<file path="config.mk">
export PLATFORM = sky130hd
export DESIGN_NAME = div_unit
export DESIGN_NICKNAME = d
export VERILOG_FILES = /design/src/hdl/div_op_pkg.sv /design/src/hdl/div_ctrl_pkg.sv /design/src/hdl/div_ifs.sv /design/src/hdl/div_decode.sv /design/src/hdl/div_iterate.sv /design/src/hdl/div_result.sv /design/src/hdl/div_unit.sv
export VERILOG_INCLUDE_DIRS = /design/src /design/src/hdl
export SDC_FILE = /design/constraint.sdc
export NUM_CORES = 1
export LEC_CHECK = 0
export BUFFER_PORTS_ARGS = -buffer_cell sky130_fd_sc_hd__clkbuf_2
export CAP_MARGIN = 0
export CORE_MARGIN = 2
export CORE_UTILIZATION = 38
export CTS_BUF_LIST = sky130_fd_sc_hd__clkbuf_8
export DETAILED_ROUTE_END_ITERATION = 8
export GPL_TIMING_DRIVEN = 0
export PLACE_DENSITY_LB_ADDON = 0.3
export SLEW_MARGIN = 5
export SYNTH_ARGS = -nofsm -noshare
export SYNTH_HDL_FRONTEND = slang
export SYNTH_SLANG_ARGS = --single-unit
export TNS_END_PERCENT = 20
</file>
<file path="constraint.sdc">
create_clock -name clk -period 20 [get_ports clk]
set_clock_uncertainty 0.1 [all_clocks]
set_input_delay 4 -clock clk [delete_from_list [all_inputs] [get_ports clk]]
set_output_delay 4 -clock clk [all_outputs]
set_load 0.1 [all_outputs]
</file>
<file path="src/hdl/div_params.svh">
`ifndef DIV_PARAMS_SVH
`define DIV_PARAMS_SVH

// operand and result width, 8 and 16 also work
`define DIV_WIDTH 32

// shift-and-subtract steps per cycle
`define DIV_STEPS 4

`endif

</file>
<file path="src/hdl/div_op_pkg.sv">
package div_op_pkg;

  // opcodes at the unit boundary
  typedef enum logic [1:0] {
    OP_DIVU = 2'd0,
    OP_DIV  = 2'd1,
    OP_REMU = 2'd2,
    OP_REM  = 2'd3
  } div_op_e;

endpackage

</file>
<file path="src/hdl/div_ctrl_pkg.sv">
package div_ctrl_pkg;

  typedef enum logic [1:0] {
    DIV_IDLE    = 2'd0,
    DIV_WORKING = 2'd1,
    DIV_PRINT   = 2'd2
  } div_state_e;

  // special-case class from decode
  typedef enum logic [1:0] {
    SPEC_NONE = 2'd0,
    SPEC_ZERO = 2'd1,
    SPEC_OVF  = 2'd2
  } div_special_e;

endpackage

</file>
<file path="src/hdl/div_ifs.sv">
`timescale 1ns/1ns
`include "div_params.svh"

// decoded operands, decode to iterate
interface div_operand_if;
  import div_ctrl_pkg::*;

  logic                  valid;
  div_special_e          special;
  logic [`DIV_WIDTH-1:0] dividend_mag;
  logic [`DIV_WIDTH-1:0] divisor_mag;
  logic                  q_neg;
  logic                  r_neg;
  logic                  rem_sel;
  logic [`DIV_WIDTH-1:0] raw_dividend;

  modport src (
    output valid, special, dividend_mag, divisor_mag,
    output q_neg, r_neg, rem_sel, raw_dividend
  );
  modport dst (
    input valid, special, dividend_mag, divisor_mag,
    input q_neg, r_neg, rem_sel, raw_dividend
  );
endinterface

// unsigned results plus sign info, iterate to result
interface div_raw_if;
  logic                  done;
  logic [`DIV_WIDTH-1:0] quotient_mag;
  logic [`DIV_WIDTH-1:0] remainder_mag;
  logic                  q_neg;
  logic                  r_neg;
  logic                  rem_sel;

  modport src (output done, quotient_mag, remainder_mag, q_neg, r_neg, rem_sel);
  modport dst (input done, quotient_mag, remainder_mag, q_neg, r_neg, rem_sel);
endinterface

</file>
<file path="src/hdl/div_decode.sv">
`timescale 1ns/1ns
`include "div_params.svh"

module div_decode (
  input  div_op_pkg::div_op_e   op,
  input  logic                  div_valid,
  input  logic [`DIV_WIDTH-1:0] src2_dividend,
  input  logic [`DIV_WIDTH-1:0] src1_divisor,
  div_operand_if.src            opif
);
  import div_op_pkg::*;
  import div_ctrl_pkg::*;

  localparam int W = `DIV_WIDTH;

  logic         is_signed;
  logic         a_neg;
  logic         b_neg;
  logic [W-1:0] most_neg;

  assign is_signed = (op == OP_DIV) || (op == OP_REM);
  assign most_neg  = {1'b1, {(W-1){1'b0}}};

  // sign bits only count for signed opcodes
  assign a_neg = is_signed & src2_dividend[W-1];
  assign b_neg = is_signed & src1_divisor[W-1];

  always_comb begin
    if (src1_divisor == '0) begin
      opif.special = SPEC_ZERO;
    end else if (is_signed && (src2_dividend == most_neg) && (src1_divisor == '1)) begin
      opif.special = SPEC_OVF;
    end else begin
      opif.special = SPEC_NONE;
    end
  end

  // two's complement magnitudes
  assign opif.dividend_mag = a_neg ? (~src2_dividend + 1'b1) : src2_dividend;
  assign opif.divisor_mag  = b_neg ? (~src1_divisor + 1'b1) : src1_divisor;

  assign opif.valid        = div_valid;
  assign opif.q_neg        = a_neg ^ b_neg;
  // remainder follows the dividend
  assign opif.r_neg        = a_neg;
  assign opif.rem_sel      = (op == OP_REMU) || (op == OP_REM);
  assign opif.raw_dividend = src2_dividend;

endmodule

</file>
<file path="src/hdl/div_iterate.sv">
`timescale 1ns/1ns
`include "div_params.svh"

module div_iterate (
  input  logic       clk,
  input  logic       rst_n,
  div_operand_if.dst opif,
  div_raw_if.src     rawif,
  input  logic       result_ready
);
  import div_ctrl_pkg::*;

  localparam int W  = `DIV_WIDTH;
  localparam int CW = $clog2(W) + 1;
  localparam int NS = `DIV_STEPS;

  div_state_e    state;
  div_state_e    next_state;

  logic [W-1:0]  dividend_q;
  logic [W-1:0]  divisor_q;
  logic [W-1:0]  quotient_q;
  logic [W-1:0]  remainder_q;
  logic [CW-1:0] count_q;
  logic          q_neg_q;
  logic          r_neg_q;
  logic          rem_sel_q;

  logic [W-1:0]  dividend_d;
  logic [W-1:0]  divisor_d;
  logic [W-1:0]  quotient_d;
  logic [W-1:0]  remainder_d;
  logic [CW-1:0] count_d;
  logic          q_neg_d;
  logic          r_neg_d;
  logic          load_ops;
  logic          load_res;
  logic          accept;
  logic          reuse;

  logic [CW-1:0] clz;
  logic [CW-1:0] count_init;
  logic [W-1:0]  q_step [NS+1];
  logic [W-1:0]  r_step [NS+1];
  logic [W-1:0]  step_q;
  logic [W-1:0]  step_r;
  logic [CW-1:0] step_cnt;

  // ripple scan from the msb
  function automatic logic [CW-1:0] lead_zeros(input logic [W-1:0] v);
    logic [CW-1:0] n;
    logic          found;
    n     = '0;
    found = 1'b0;
    for (int i = W - 1; i >= 0; i--) begin
      if (v[i]) begin
        found = 1'b1;
      end else if (!found) begin
        n = n + 1'b1;
      end
    end
    return n;
  endfunction

  // one restoring step, returns {remainder, quotient}
  function automatic logic [2*W-1:0] div_step(
    input logic [W-1:0] r,
    input logic [W-1:0] q,
    input logic [W-1:0] d
  );
    logic [W:0]   shifted;
    logic [W+1:0] diff;
    shifted = {r, q[W-1]};
    diff    = {1'b0, shifted} - {2'b00, d};
    if (diff[W+1]) begin
      return {shifted[W-1:0], q[W-2:0], 1'b0};
    end
    return {diff[W-1:0], q[W-2:0], 1'b1};
  endfunction

  assign clz        = lead_zeros(opif.dividend_mag);
  assign count_init = CW'(W + 1) - clz;
  assign accept     = (state == DIV_IDLE) && opif.valid;

  assign reuse = (opif.special == SPEC_NONE) &&
                 (opif.dividend_mag == dividend_q) && (opif.divisor_mag == divisor_q) &&
                 (opif.q_neg == q_neg_q) && (opif.r_neg == r_neg_q);

  // four steps chained, early exit picks the step where the count hits one
  always_comb begin
    q_step[0] = quotient_q;
    r_step[0] = remainder_q;
    for (int i = 0; i < NS; i++) begin
      {r_step[i+1], q_step[i+1]} = div_step(r_step[i], q_step[i], divisor_q);
    end
    step_q   = q_step[NS];
    step_r   = r_step[NS];
    step_cnt = count_q - CW'(NS);
    for (int k = 1; k < NS; k++) begin
      if (count_q == CW'(k + 1)) begin
        step_q   = q_step[k];
        step_r   = r_step[k];
        step_cnt = CW'(1);
      end
    end
  end

  always_comb begin
    next_state  = state;
    load_ops    = 1'b0;
    load_res    = 1'b0;
    dividend_d  = opif.dividend_mag;
    divisor_d   = opif.divisor_mag;
    q_neg_d     = opif.q_neg;
    r_neg_d     = opif.r_neg;
    quotient_d  = step_q;
    remainder_d = step_r;
    count_d     = step_cnt;
    case (state)
      DIV_IDLE: begin
        if (opif.valid) begin
          if (opif.special != SPEC_NONE) begin
            // clear stored operands so nothing reuses a special result
            load_ops    = 1'b1;
            load_res    = 1'b1;
            dividend_d  = '0;
            divisor_d   = '0;
            q_neg_d     = 1'b0;
            r_neg_d     = 1'b0;
            count_d     = CW'(1);
            quotient_d  = (opif.special == SPEC_ZERO) ? '1 : {1'b1, {(W-1){1'b0}}};
            remainder_d = (opif.special == SPEC_ZERO) ? opif.raw_dividend : '0;
            next_state  = DIV_PRINT;
          end else if (reuse) begin
            next_state = DIV_PRINT;
          end else begin
            load_ops    = 1'b1;
            load_res    = 1'b1;
            quotient_d  = opif.dividend_mag << clz;
            remainder_d = '0;
            count_d     = count_init;
            next_state  = (count_init == CW'(1)) ? DIV_PRINT : DIV_WORKING;
          end
        end
      end
      DIV_WORKING: begin
        load_res   = 1'b1;
        next_state = (step_cnt == CW'(1)) ? DIV_PRINT : DIV_WORKING;
      end
      DIV_PRINT: begin
        if (result_ready) begin
          next_state = DIV_IDLE;
        end
      end
      default: next_state = DIV_IDLE;
    endcase
  end

  always_ff @(posedge clk or negedge rst_n) begin
    if (!rst_n) begin
      state      <= DIV_IDLE;
      dividend_q <= '0;
      divisor_q  <= '0;
      q_neg_q    <= 1'b0;
      r_neg_q    <= 1'b0;
      count_q    <= '0;
      rem_sel_q  <= 1'b0;
    end else begin
      state <= next_state;
      if (load_ops) begin
        dividend_q <= dividend_d;
        divisor_q  <= divisor_d;
        q_neg_q    <= q_neg_d;
        r_neg_q    <= r_neg_d;
      end
      if (load_res) begin
        count_q <= count_d;
      end
      if (accept) begin
        rem_sel_q <= opif.rem_sel;
      end
    end
  end

  always_ff @(posedge clk) begin
    if (load_res) begin
      quotient_q  <= quotient_d;
      remainder_q <= remainder_d;
    end
  end

  assign rawif.done          = (state == DIV_PRINT);
  assign rawif.quotient_mag  = quotient_q;
  assign rawif.remainder_mag = remainder_q;
  assign rawif.q_neg         = q_neg_q;
  assign rawif.r_neg         = r_neg_q;
  assign rawif.rem_sel       = rem_sel_q;

endmodule

</file>
<file path="src/hdl/div_result.sv">
`timescale 1ns/1ns
`include "div_params.svh"

module div_result (
  div_raw_if.dst                rawif,
  output logic [`DIV_WIDTH-1:0] result,
  output logic                  result_valid
);

  localparam int W = `DIV_WIDTH;

  logic [W-1:0] quotient;
  logic [W-1:0] remainder;

  // put the signs back
  assign quotient  = rawif.q_neg ? (~rawif.quotient_mag + 1'b1) : rawif.quotient_mag;
  assign remainder = rawif.r_neg ? (~rawif.remainder_mag + 1'b1) : rawif.remainder_mag;

  always_comb begin
    if (!rawif.done) begin
      result = '0;
    end else if (rawif.rem_sel) begin
      result = remainder;
    end else begin
      result = quotient;
    end
  end

  assign result_valid = rawif.done;

endmodule

</file>
<file path="src/hdl/div_unit.sv">
`timescale 1ns/1ns
`include "div_params.svh"

module div_unit (
  input  logic                  clk,
  input  logic                  rst_n,
  input  logic                  div_valid,
  input  div_op_pkg::div_op_e   op,
  input  logic [`DIV_WIDTH-1:0] src2_dividend,
  input  logic [`DIV_WIDTH-1:0] src1_divisor,
  input  logic                  result_ready,
  output logic [`DIV_WIDTH-1:0] result,
  output logic                  result_valid
);

  div_operand_if opif ();
  div_raw_if     rawif ();

  // operand classify and sign strip
  div_decode u_decode (
    .op            (op),
    .div_valid     (div_valid),
    .src2_dividend (src2_dividend),
    .src1_divisor  (src1_divisor),
    .opif          (opif.src)
  );

  div_iterate u_iterate (
    .clk          (clk),
    .rst_n        (rst_n),
    .opif         (opif.dst),
    .rawif        (rawif.src),
    .result_ready (result_ready)
  );

  // sign restore and output select
  div_result u_result (
    .rawif        (rawif.dst),
    .result       (result),
    .result_valid (result_valid)
  );

endmodule

</file>
After elaboration in Yosys (flattened, before gate mapping)
Index checks and enable logic that the tools add are counted.
- bits of input ports: 70
- logic and storage cells: 252
- output and inout bits: 33
- register bits: 139
- equal/unequal tests: 19
- bitwise logic cells: 7
- muxes and demuxes: 161
- shift operators: 1
- reductions and logical operators: 14
- add/subtract/negate cells: 41
- operators with widths (cell ; number):
    $mux 32 ; 27
    $mux 64 ; 8
    $mux 6 ; 69
    $add 6x1->6 const B ; 30
    $sub 33x32->34 ; 4
    $add 32x1->32 const B ; 4
    $not 32->32 ; 4
    $eq 32x32->1 ; 2
    $eq 32x32->1 const B ; 2
    $mux 1 ; 46
    $logic_not 32->1 ; 1
    $shl 32x6->32 ; 1
    $mux 31 ; 1
    $mux 2 ; 8
    $eq 6x1->1 const B ; 2
    $eq 6x2->1 const B ; 2
    $logic_and 1x1->1 ; 7
    $eq 2x1->1 const B ; 3
    $eq 2x2->1 const B ; 3
    $eq 6x3->1 const B ; 1
    $pmux 2 s3 ; 1
    $sub 6x3->6 const B ; 1
    $sub 6x6->6 const A ; 1
    $logic_not 2->1 ; 2
    9 further kinds ; 13

Logic depth before layout (Yosys ltp)
Gate-level depths: netlist of the first run.
- word-level depth: 105
- gate-level depth with buffers: 113

Hierarchy
A second synthesis of the first run with hierarchy kept.
- cells, all modules: 3312
- area total of the unflattened synthesis: 24802.5 um2
- modules (own cells, without submodules) (module ; cells an instance ; times used ; area each (um2) ; sequential area each (um2)):
    div_iterate ; 2774 ; 1 ; 21097.7 ; 3798.6
    div_result ; 266 ; 1 ; 1863.0 ; 0.0
    div_decode ; 272 ; 1 ; 1841.8 ; 0.0

Worst setup path before layout of the first run
No wires, ideal clock.
- kind: input port to flip-flop
- from: in src2_dividend[0]
- to: reg u_iterate.state[1]
- data arrival time: 24903 ps
- slack: -5093 ps
- buffers on the path: 4
- stages on the path: 112
- path through: clkbuf_1 -> inv_1 -> ha_1 -> nor2b_1 -> nand4_1 -> clkbuf_1 -> or4_1 -> nand3_1 -> o21a_1 -> ha_1 -> mux2i_2 -> inv_2 -> ha_1 -> nor2_1 -> a21boi_0 -> ha_1 -> o31a_1 -> ha_1 -> [76 not listed] -> inv_1 -> o21ai_0 -> ha_1 -> mux2i_1 -> o21ai_0 -> ha_1 -> nand2_1 -> xnor2_1 -> inv_2 -> clkbuf_1 -> clkbuf_1 -> ha_1 -> nor3_1 -> nand2b_1 -> o32ai_1 -> mux2_1 -> nor3_1 -> o221ai_1
- word-level cells in the longest chain between the ends: 104
- RTL lines (item ; line ; RTL):
    start: declaration ; div_unit.sv:9 ; input logic [`DIV_WIDTH-1:0] src2_dividend,
    $not 32->32 ; div_decode.sv:39 ; assign opif.dividend_mag = a_neg ? (~src2_dividend + 1'b1) : src2_dividend;
    $add 32x1->32 ; div_decode.sv:39 ;
    $mux 32 ; div_decode.sv:39 ;
    $mux 1 ; div_iterate.sv:56 ; if (v[i]) begin
    $add 1x1->2 ; div_iterate.sv:59 ; n = n + 1'b1;
    $mux 6 ; div_iterate.sv:58 ; end else if (!found) begin
    $mux 6 ; div_iterate.sv:56 ;
    $add 6x1->6 ; div_iterate.sv:59 ;
    [88 not listed] ; n/a ;
    $mux 6 ; div_iterate.sv:56 ;
    $sub 6x6->6 ; div_iterate.sv:82 ; assign count_init = CW'(W + 1) - clz;
    $eq 6x1->1 ; div_iterate.sv:142 ; next_state = (count_init == CW'(1)) ? DIV_PRINT : DIV_WORKING;
    $mux 2 ; div_iterate.sv:142 ;
    $mux 2 ; div_iterate.sv:134 ; end else if (reuse) begin
    $mux 2 * ; div_iterate.sv:122 ; if (opif.special != SPEC_NONE) begin
    $mux 2 * ; div_iterate.sv:121 ; if (opif.valid) begin
    $pmux 2 s3 * ; div_iterate.sv:119 ; case (state)
    end signal: assignment ; div_iterate.sv:169 ; state <= next_state;
    end: declaration ; div_iterate.sv:17 ; div_state_e state;
Mark *: on every way between the ends. The rest lies on a longest branch, timed or not. The select of a mux whose other input is x is not followed.
A chain may end at the register's enable or synchronous reset.

Final worst setup path of the first run
- from: in src2_dividend[8]
- to: reg u_iterate.quotient_q[12] (netlist: u_iterate.rawif.quotient_mag[12]), data pin
- word-level cells in the longest chain between the ends: 102
- RTL lines (item ; line ; RTL):
    $not 32->32 ; div_decode.sv:39 ;
    $add 32x1->32 ; div_decode.sv:39 ;
    $mux 32 ; div_decode.sv:39 ;
    $mux 1 ; div_iterate.sv:56 ;
    $add 1x1->2 ; div_iterate.sv:59 ;
    $mux 6 ; div_iterate.sv:58 ;
    $mux 6 ; div_iterate.sv:56 ;
    $add 6x1->6 ; div_iterate.sv:59 ;
    [87 not listed] ; n/a ;
    $mux 6 ; div_iterate.sv:58 ;
    $mux 6 ; div_iterate.sv:56 ;
    $shl 32x6->32 ; div_iterate.sv:139 ; quotient_d = opif.dividend_mag << clz;
    $mux 32 ; div_iterate.sv:134 ;
    $mux 32 * ; div_iterate.sv:122 ;
    $mux 32 * ; div_iterate.sv:121 ;
    $mux 32 * ; div_iterate.sv:119 ;
    net u_iterate.quotient_d[12] ; div_iterate.sv:31 ; logic [W-1:0] quotient_d;
    end signal: assignment ; div_iterate.sv:187 ; quotient_q <= quotient_d;
    end: declaration ; div_iterate.sv:22 ; logic [W-1:0] quotient_q;
The timed path passes the listed nets; every way through them passes the cells marked *.

==> results.py, run 1 <==
metrics = {
    "worst_hold_path": {
        "min_to": "u_iterate.divisor_q[7]",
        "holdCritStartpoint": "u_iterate.divisor_q[7]",
        "hp-class": "flip-flop to flip-flop",
        "whs_path_depth": 2,
    },
    "synthesis": {
        "yosys_warnings": 0,
        "yosysUniqueCellTypes": 112,
        "postSynth.asyncResetShare_pct": 53.96,
        "synth_seq_cells": 139,
        "synthFlopType": "dfrtp_1",
        "netlist_instances": 3607,
        "syn_area_per_cell_um2": 7.104,
        "ys_seq_area_share_pct": 14.82,
        "synth_edf_count": 64,
        "syn_area_um2": 25620,
        "synth_nets": 3847,
    },
    "final_layout": {
        "final_nets": 4110,
        "synthToLayoutAreaGrowth_pct": 18.88,
        "drive_gt1_share_pct": 16.40,
        "fill_cells": 6777,
        "final_cells": 4758,
    },
    "timing": {
        "relSlewSlack_pct": 25.33,
        "timing.setup.tns_ns": -160.81,
        "clock.fmax_mhz": 41.24,
        "finalCritPeriodShare_pct": 121.2,
        "setup_viol": 60,
        "grt_setup_unrepaired": "true",
        "drv_slew": 0,
        "setup_ws_ns": -4.247,
        "tightestPinTransition_ns": 1.112,
        "finalCriticalPeriod_ns": 24.25,
        "timing.hold.ws_ns": 0.3846,
        "hold_viol_final": 0,
    },
    "route": {
        "avgRoutedWirePerCell_um": 22.46,
        "antenna_left": 0,
        "wl_mm": 106.9,
        "route.detailed.drc": 0,
        "drt_iter0_drc": 2895,
        "num_vias": 28878,
        "firstDrtPassIters": 8,
        "viasPerCell": 6.069,
    },
    "die": {
        "initial_core_util_pct": 38.29,
        "dieWidth_um": 263.7,
        "rows": 95,
        "die_area_um2": 69530,
        "die_y_um": 263.7,
        "core_um2": 66920,
        "pin_count": 103,
    },
    "placed_design": {
        "hpwl_mm": 85.29,
        "port-buffer-count": 90,
        "placed_cells": 4573,
        "gp_routability_congestion": 1.018,
        "dpl_worst_slack_ns": -7.038,
    },
    "flow_run": {
        "maxCapViolations": 0,
    },
    "global_route": {
        "grt_max_degree": 67,
        "grt_use_met1_pct": 38.78,
        "grt_pass1_vias": 26488,
        "met2_usage_pct": 48.22,
        "use_met3_pct": 4.605,
        "antenna_found_initial": 9,
        "busiest_layer": "met2",
        "grt_pass1_wl_mm": 158.7,
        "grt-ovfl-total": 0,
        "grt.total_usage_pct": 29.34,
    },
    "setup_path": {
        "cpPeakStageDelay_ns": 0.59,
        "reg2regPathDepth": 104,
        "cpMaxStageDelayCell": "or4_4",
        "worstReg2RegStart": "u_iterate.divisor_q[1]",
        "critPathArrivalTime_ns": 24.41,
        "cp_max_fo": 8,
        "end_kind": "flip-flop",
        "path_class": "input port to flip-flop",
        "crit_required_ns": 20.16,
        "r2r_end": "u_iterate.rawif.remainder_mag[15]",
        "crit_top_cell": "buf_4",
        "cp-start-kind": "input port",
        "ff2ff_setup_slack_ns": -0.23,
    },
    "clock_tree": {
        "clock_latency_ns": 0.51,
        "cts_buffers": 17,
        "clk_pin_slew_worst_paths_ns": 0.09,
        "clockBufferDepth": 2,
        "cts_root_buf": "clkbuf_8",
        "h-tree-depth": 4,
        "clock_sinks": 139,
        "cts_tree": "done",
    },
    "outcome": {
        "violations": "negative setup slack",
        "status": "finished, violations left",
    },
}
## synth_stat cells (all sizes together), types with 19 or more instances
master    n  area, um2
nor3     79      410.4
or3      45      281.5
nor2b    24      150.1
inv     181      679.4
nor2    357       1340
o211ai   38      290.3
o31ai    53      407.9
mux2i   115       1184
nand2b   40      250.2
dfrtp    75       1877
or2      19      118.9
mux2     40      457.9
nor4     57      439.2
a21o     27      202.7
o21a     28      210.2
and3     24      155.1
ha      166       2077
a211oi   68      515.5
a21oi   268       1353
a22oi    21      162.6
clkbuf  166      623.1
nand2   437       1650
a21boi   55      412.9
and2     30      187.7
xnor2   245       2232
nand4    41      256.5
xor2    103      924.6
nand3    84      432.9
buf      35      163.9
or4      31      244.0
o21ai   368       1853
o31a     23      201.4
edfxtp   64       1922
## cell families (layout without fill, tap and decap cells)
family,Yosys count,count (layout),synth area share [%]
buffers and inverters,383,659,5.737
and+or+nand+nor,1308,1308,24.40
adders and majority gates,170,170,8.418
DFF,139,139,14.82
muxes,155,155,6.406
other,0,2,0
AOI/OAI and AO/OA,1093,1093,26.90
xor gates and xnor gates,359,359,13.31
## critical path, delay by kind of cell
family / cells / cell delay (ns)
xor gates and xnor gates: 5 / 1.46
muxes: 14 / 2.89
and+or+nand+nor: 15 / 2.44
adders and majority gates: 20 / 5.41
buffers and inverters: 39 / 4.62
AOI/OAI and AO/OA: 19 / 3.57
## registers in the layout (all words and copies together) (netlist names)
name	flops
u_iterate.count_q	6
u_iterate.dividend_q	32
u_iterate.divisor_q	32
u_iterate.rawif.q_neg	1
u_iterate.rawif.quotient_mag	32
u_iterate.rawif.r_neg	1
u_iterate.rawif.rem_sel	1
u_iterate.rawif.remainder_mag	32
u_iterate.state	2
## per-stage QoR
step | cell area, um2 | util [%]
final | 30460 | 45.52
after global routing | 30460 | 45.51
after CTS | 29770 | 44.49
after detailed placement | 27680 | 41.36
after global placement | 27600 | 41.24
after floorplan | 26060 | -
## per-layer routing
metal / share of wire [%] / wire length (um)
met2: 45 / 48630
met1: 42 / 44840
met5: 0.086 / 92
met4: 3.8 / 4098
met3: 8.6 / 9221
## worst max-delay path by stage
stage	slack [ns]	end	depth (start not counted)	startpoint
after floorplan	-3.95	u_iterate.state[1]	110	src2_dividend[8]
after global placement	-7.13	u_iterate.rawif.remainder_mag[23]	99	u_iterate.divisor_q[1]
after detailed placement	-7.04	u_iterate.rawif.remainder_mag[23]	101	u_iterate.divisor_q[1]
after CTS	-3.52	u_iterate.rawif.quotient_mag[31]	108	src2_dividend[8]
after global routing	-4.85	u_iterate.state[1]	111	src2_dividend[1]
final	-4.25	u_iterate.rawif.quotient_mag[12]	112	src2_dividend[8]
## cell usage in the layout (no fill, tap or decap), drive strengths merged, types with 68 or more instances in the layout
cell type and n:
xnor2 245, o21ai 368, nor3 79, nand3 84, buf 197, a211oi 68, mux2i 115, ha 166
xor2 103, inv 185, nor2 357, clkbuf 265, nand2 437, a21oi 268, dfrtp 75
## layout make-up
class                   instances  area (um2)  share of cell area [%]
diodes                          2       5.005                 0.01643
plain buffers                 198        1075                   3.528
clock buffers                  17       234.0                  0.7681
clock inverters                15       127.6                  0.4190
inverters                     182       704.4                   2.312
multi-input cells            3085       21650                   71.07
flip-flops and latches        139        3800                   12.47
well taps                     873        1092                   3.586
repair buffers                247        1775                   5.828
## what timing repair did
item	CTS	global route
hold buffers	0	0
setup endpoints to repair	71	71
gates cloned	1	1
setup buffers	112	40
pin swaps	96	81
gates resized for setup	253	121
Power of run 1 is not shown: default switching activity piles up to over one toggle a cycle in this logic, so the estimate is an artifact.
==> run 2: changes to the inputs <==
Settings changed: MAX_ROUTING_LAYER set to met4.
==> run 2 against run 1 <==
  * The run still ends with negative setup slack left
  * Routed wire length down 1.6%
  * Sequential cell count stayed put
  * Design area is 0.85% lower
  * Global-route usage grew 0.67 points
  * Register-to-register slack better by 0.41 ns
  * Via count shrank 1.2%
  * Sequential share of layout area is 0.11 points higher
  * Hold slack gained 0.00054 ns
  * Critical path depth down 4
  * Worst setup slack better by 0.37 ns
  * Non-clock buffer count fell by 42
==> results.py, run 2 (synthesis results as in run 1) <==
metrics = {
    "die": {
        "die_y_um": 263.7,
        "initial_core_util_pct": 38.29,
        "dieWidth_um": 263.7,
        "pin_count": 103,
        "die_area_um2": 69530,
        "core_um2": 66920,
        "rows": 95,
    },
    "setup_path": {
        "ff2ff_setup_slack_ns": 0.18,
        "cp_max_fo": 7,
        "path_class": "input port to flip-flop",
        "cpMaxStageDelayCell": "or4_4",
        "startpoint": "src2_dividend[9]",
        "setup.worst_path.end": "u_iterate.rawif.quotient_mag[16]",
        "crit_top_cell": "ha_4",
        "critPathArrivalTime_ns": 24.07,
        "worstSetupPathDepth": 108,
        "crit_required_ns": 20.19,
        "cpPeakStageDelay_ns": 0.51,
        "end_kind": "flip-flop",
        "critPathBufInv": 9,
        "r2r_end": "u_iterate.rawif.remainder_mag[26]",
        "worstReg2RegStart": "u_iterate.divisor_q[1]",
        "path_delay_family": "adder cells",
        "reg2regPathDepth": 104,
        "cp-start-kind": "input port",
    },
    "timing": {
        "setup_viol": 39,
        "timing.hold.ws_ns": 0.3851,
        "relSlewSlack_pct": 18.04,
        "hold_viol_final": 0,
        "clock.fmax_mhz": 41.88,
        "finalCriticalPeriod_ns": 23.88,
        "setup_ws_ns": -3.878,
        "drv_slew": 0,
        "finalCritPeriodShare_pct": 119.4,
        "grt_setup_unrepaired": "true",
        "tightestPinTransition_ns": 1.221,
    },
    "route": {
        "num_vias": 28518,
        "viasPerCell": 6.033,
        "drt_iter0_drc": 2743,
        "wl_mm": 105.2,
        "antenna_left": 0,
        "avgRoutedWirePerCell_um": 22.26,
        "firstDrtPassIters": 6,
        "route.detailed.drc": 0,
    },
    "placed_design": {
        "gp_routability_congestion": 1.019,
        "placed_cell_area_um2": 27660,
        "port-buffer-count": 90,
        "hpwl_mm": 84.75,
    },
    "global_route": {
        "grt.total_usage_pct": 30.01,
        "grt_pass1_vias": 26472,
        "grt_max_degree": 67,
        "antenna_found_initial": 11,
        "grt_pass1_wl_mm": 157.8,
        "grt-ovfl-total": 0,
    },
    "final_layout": {
        "drive_gt1_share_pct": 15.77,
        "multi_input_area_um2": 21690,
        "final_nets": 4069,
        "postLayoutCoreUtil_pct": 45.13,
        "final_common_cell": "nand2_1",
        "seqCellArea_um2": 3800,
        "mostFrequentLayoutCells": "nand2_1 (423), nor2_1 (346), o21ai_0 (285), a21oi_1 (235), xnor2_1 (233)",
        "finalInstanceArea_um2": 30200,
        "fill_cells": 6828,
        "synthToLayoutAreaGrowth_pct": 17.87,
    },
    "clock_tree": {
        "clock_latency_ns": 0.52,
        "cts_tree": "done",
        "cts_buffers": 17,
        "h-tree-depth": 4,
        "clock_sinks": 139,
        "clockBufferDepth": 2,
        "cts_root_buf": "clkbuf_8",
        "clk_pin_slew_worst_paths_ns": 0.10,
    },
    "worst_hold_path": {
        "hp-class": "flip-flop to flip-flop",
    },
    "outcome": {
        "status": "finished, violations left",
        "violations": "negative setup slack",
    },
    "flow_run": {
        "maxCapViolations": 0,
    },
}
==> run 2: what timing repair did <==
action,in CTS,in global routing
gates resized for setup,239,151
pin swaps,99,73
setup endpoints to repair,71,71
cloned,2,2
hold endpoints to repair,0,0
buffers inserted,74,36
hold buffers,0,0
==> run 2: how the worst min path moves through the flow <==
| stage | from | endpoint | slack (ns) | cells past startpoint |
|---|---|---|---|---|
| CTS | u_iterate.divisor_q[8] | u_iterate.divisor_q[8] | 0.39 | 2 |
| detailed placement | u_iterate.divisor_q[18] | u_iterate.divisor_q[18] | 0.37 | 2 |
| global route | u_iterate.divisor_q[11] | u_iterate.divisor_q[11] | 0.43 | 2 |
| global placement | u_iterate.divisor_q[18] | u_iterate.divisor_q[18] | 0.36 | 2 |
| floorplan | u_iterate.divisor_q[11] | u_iterate.divisor_q[11] | 0.35 | 2 |
| finish | u_iterate.divisor_q[26] | u_iterate.divisor_q[26] | 0.39 | 2 |
==> run 2: metrics by stage <==
step	setup TNS, ns	std cells	worst slack, ns
after floorplan	-149.08	3607	-3.949
after global placement	-447.32	4570	-7.045
after detailed placement	-450.15	4572	-7.095
after CTS	-135.91	4677	-3.589
after global routing	-205.94	4726	-4.526
final	-142.45	4727	-3.878
==> run 2: layout make-up <==
cell class	count	area share (%)
Antenna cell	12	0.09942
Buffer	198	3.530
Clock buffer	19	0.8658
Clock inverter	13	0.3936
Inverter	182	2.341
Multi-Input combinational cell	3086	71.82
Sequential cell	139	12.58
Tap cell	873	3.617
Timing Repair Buffer	205	4.752
==> run 2: worst min-delay path, stage by stage, from the launching register on <==
cell,delay (ns)
dfrtp_1,0.35
nand2_1,0.05
o21ai_0,0.06
==> run 2: routing by layer <==
metal	up-vias	share of wire [%]	track usage (%)
met3	257	8.8	5.071
li1	13522	-	-
met5	-	0	-
met2	1324	44	46.72
met1	13415	42	38.32
met4	0	4.5	12.93
Power of run 2 is left out for the same reason.
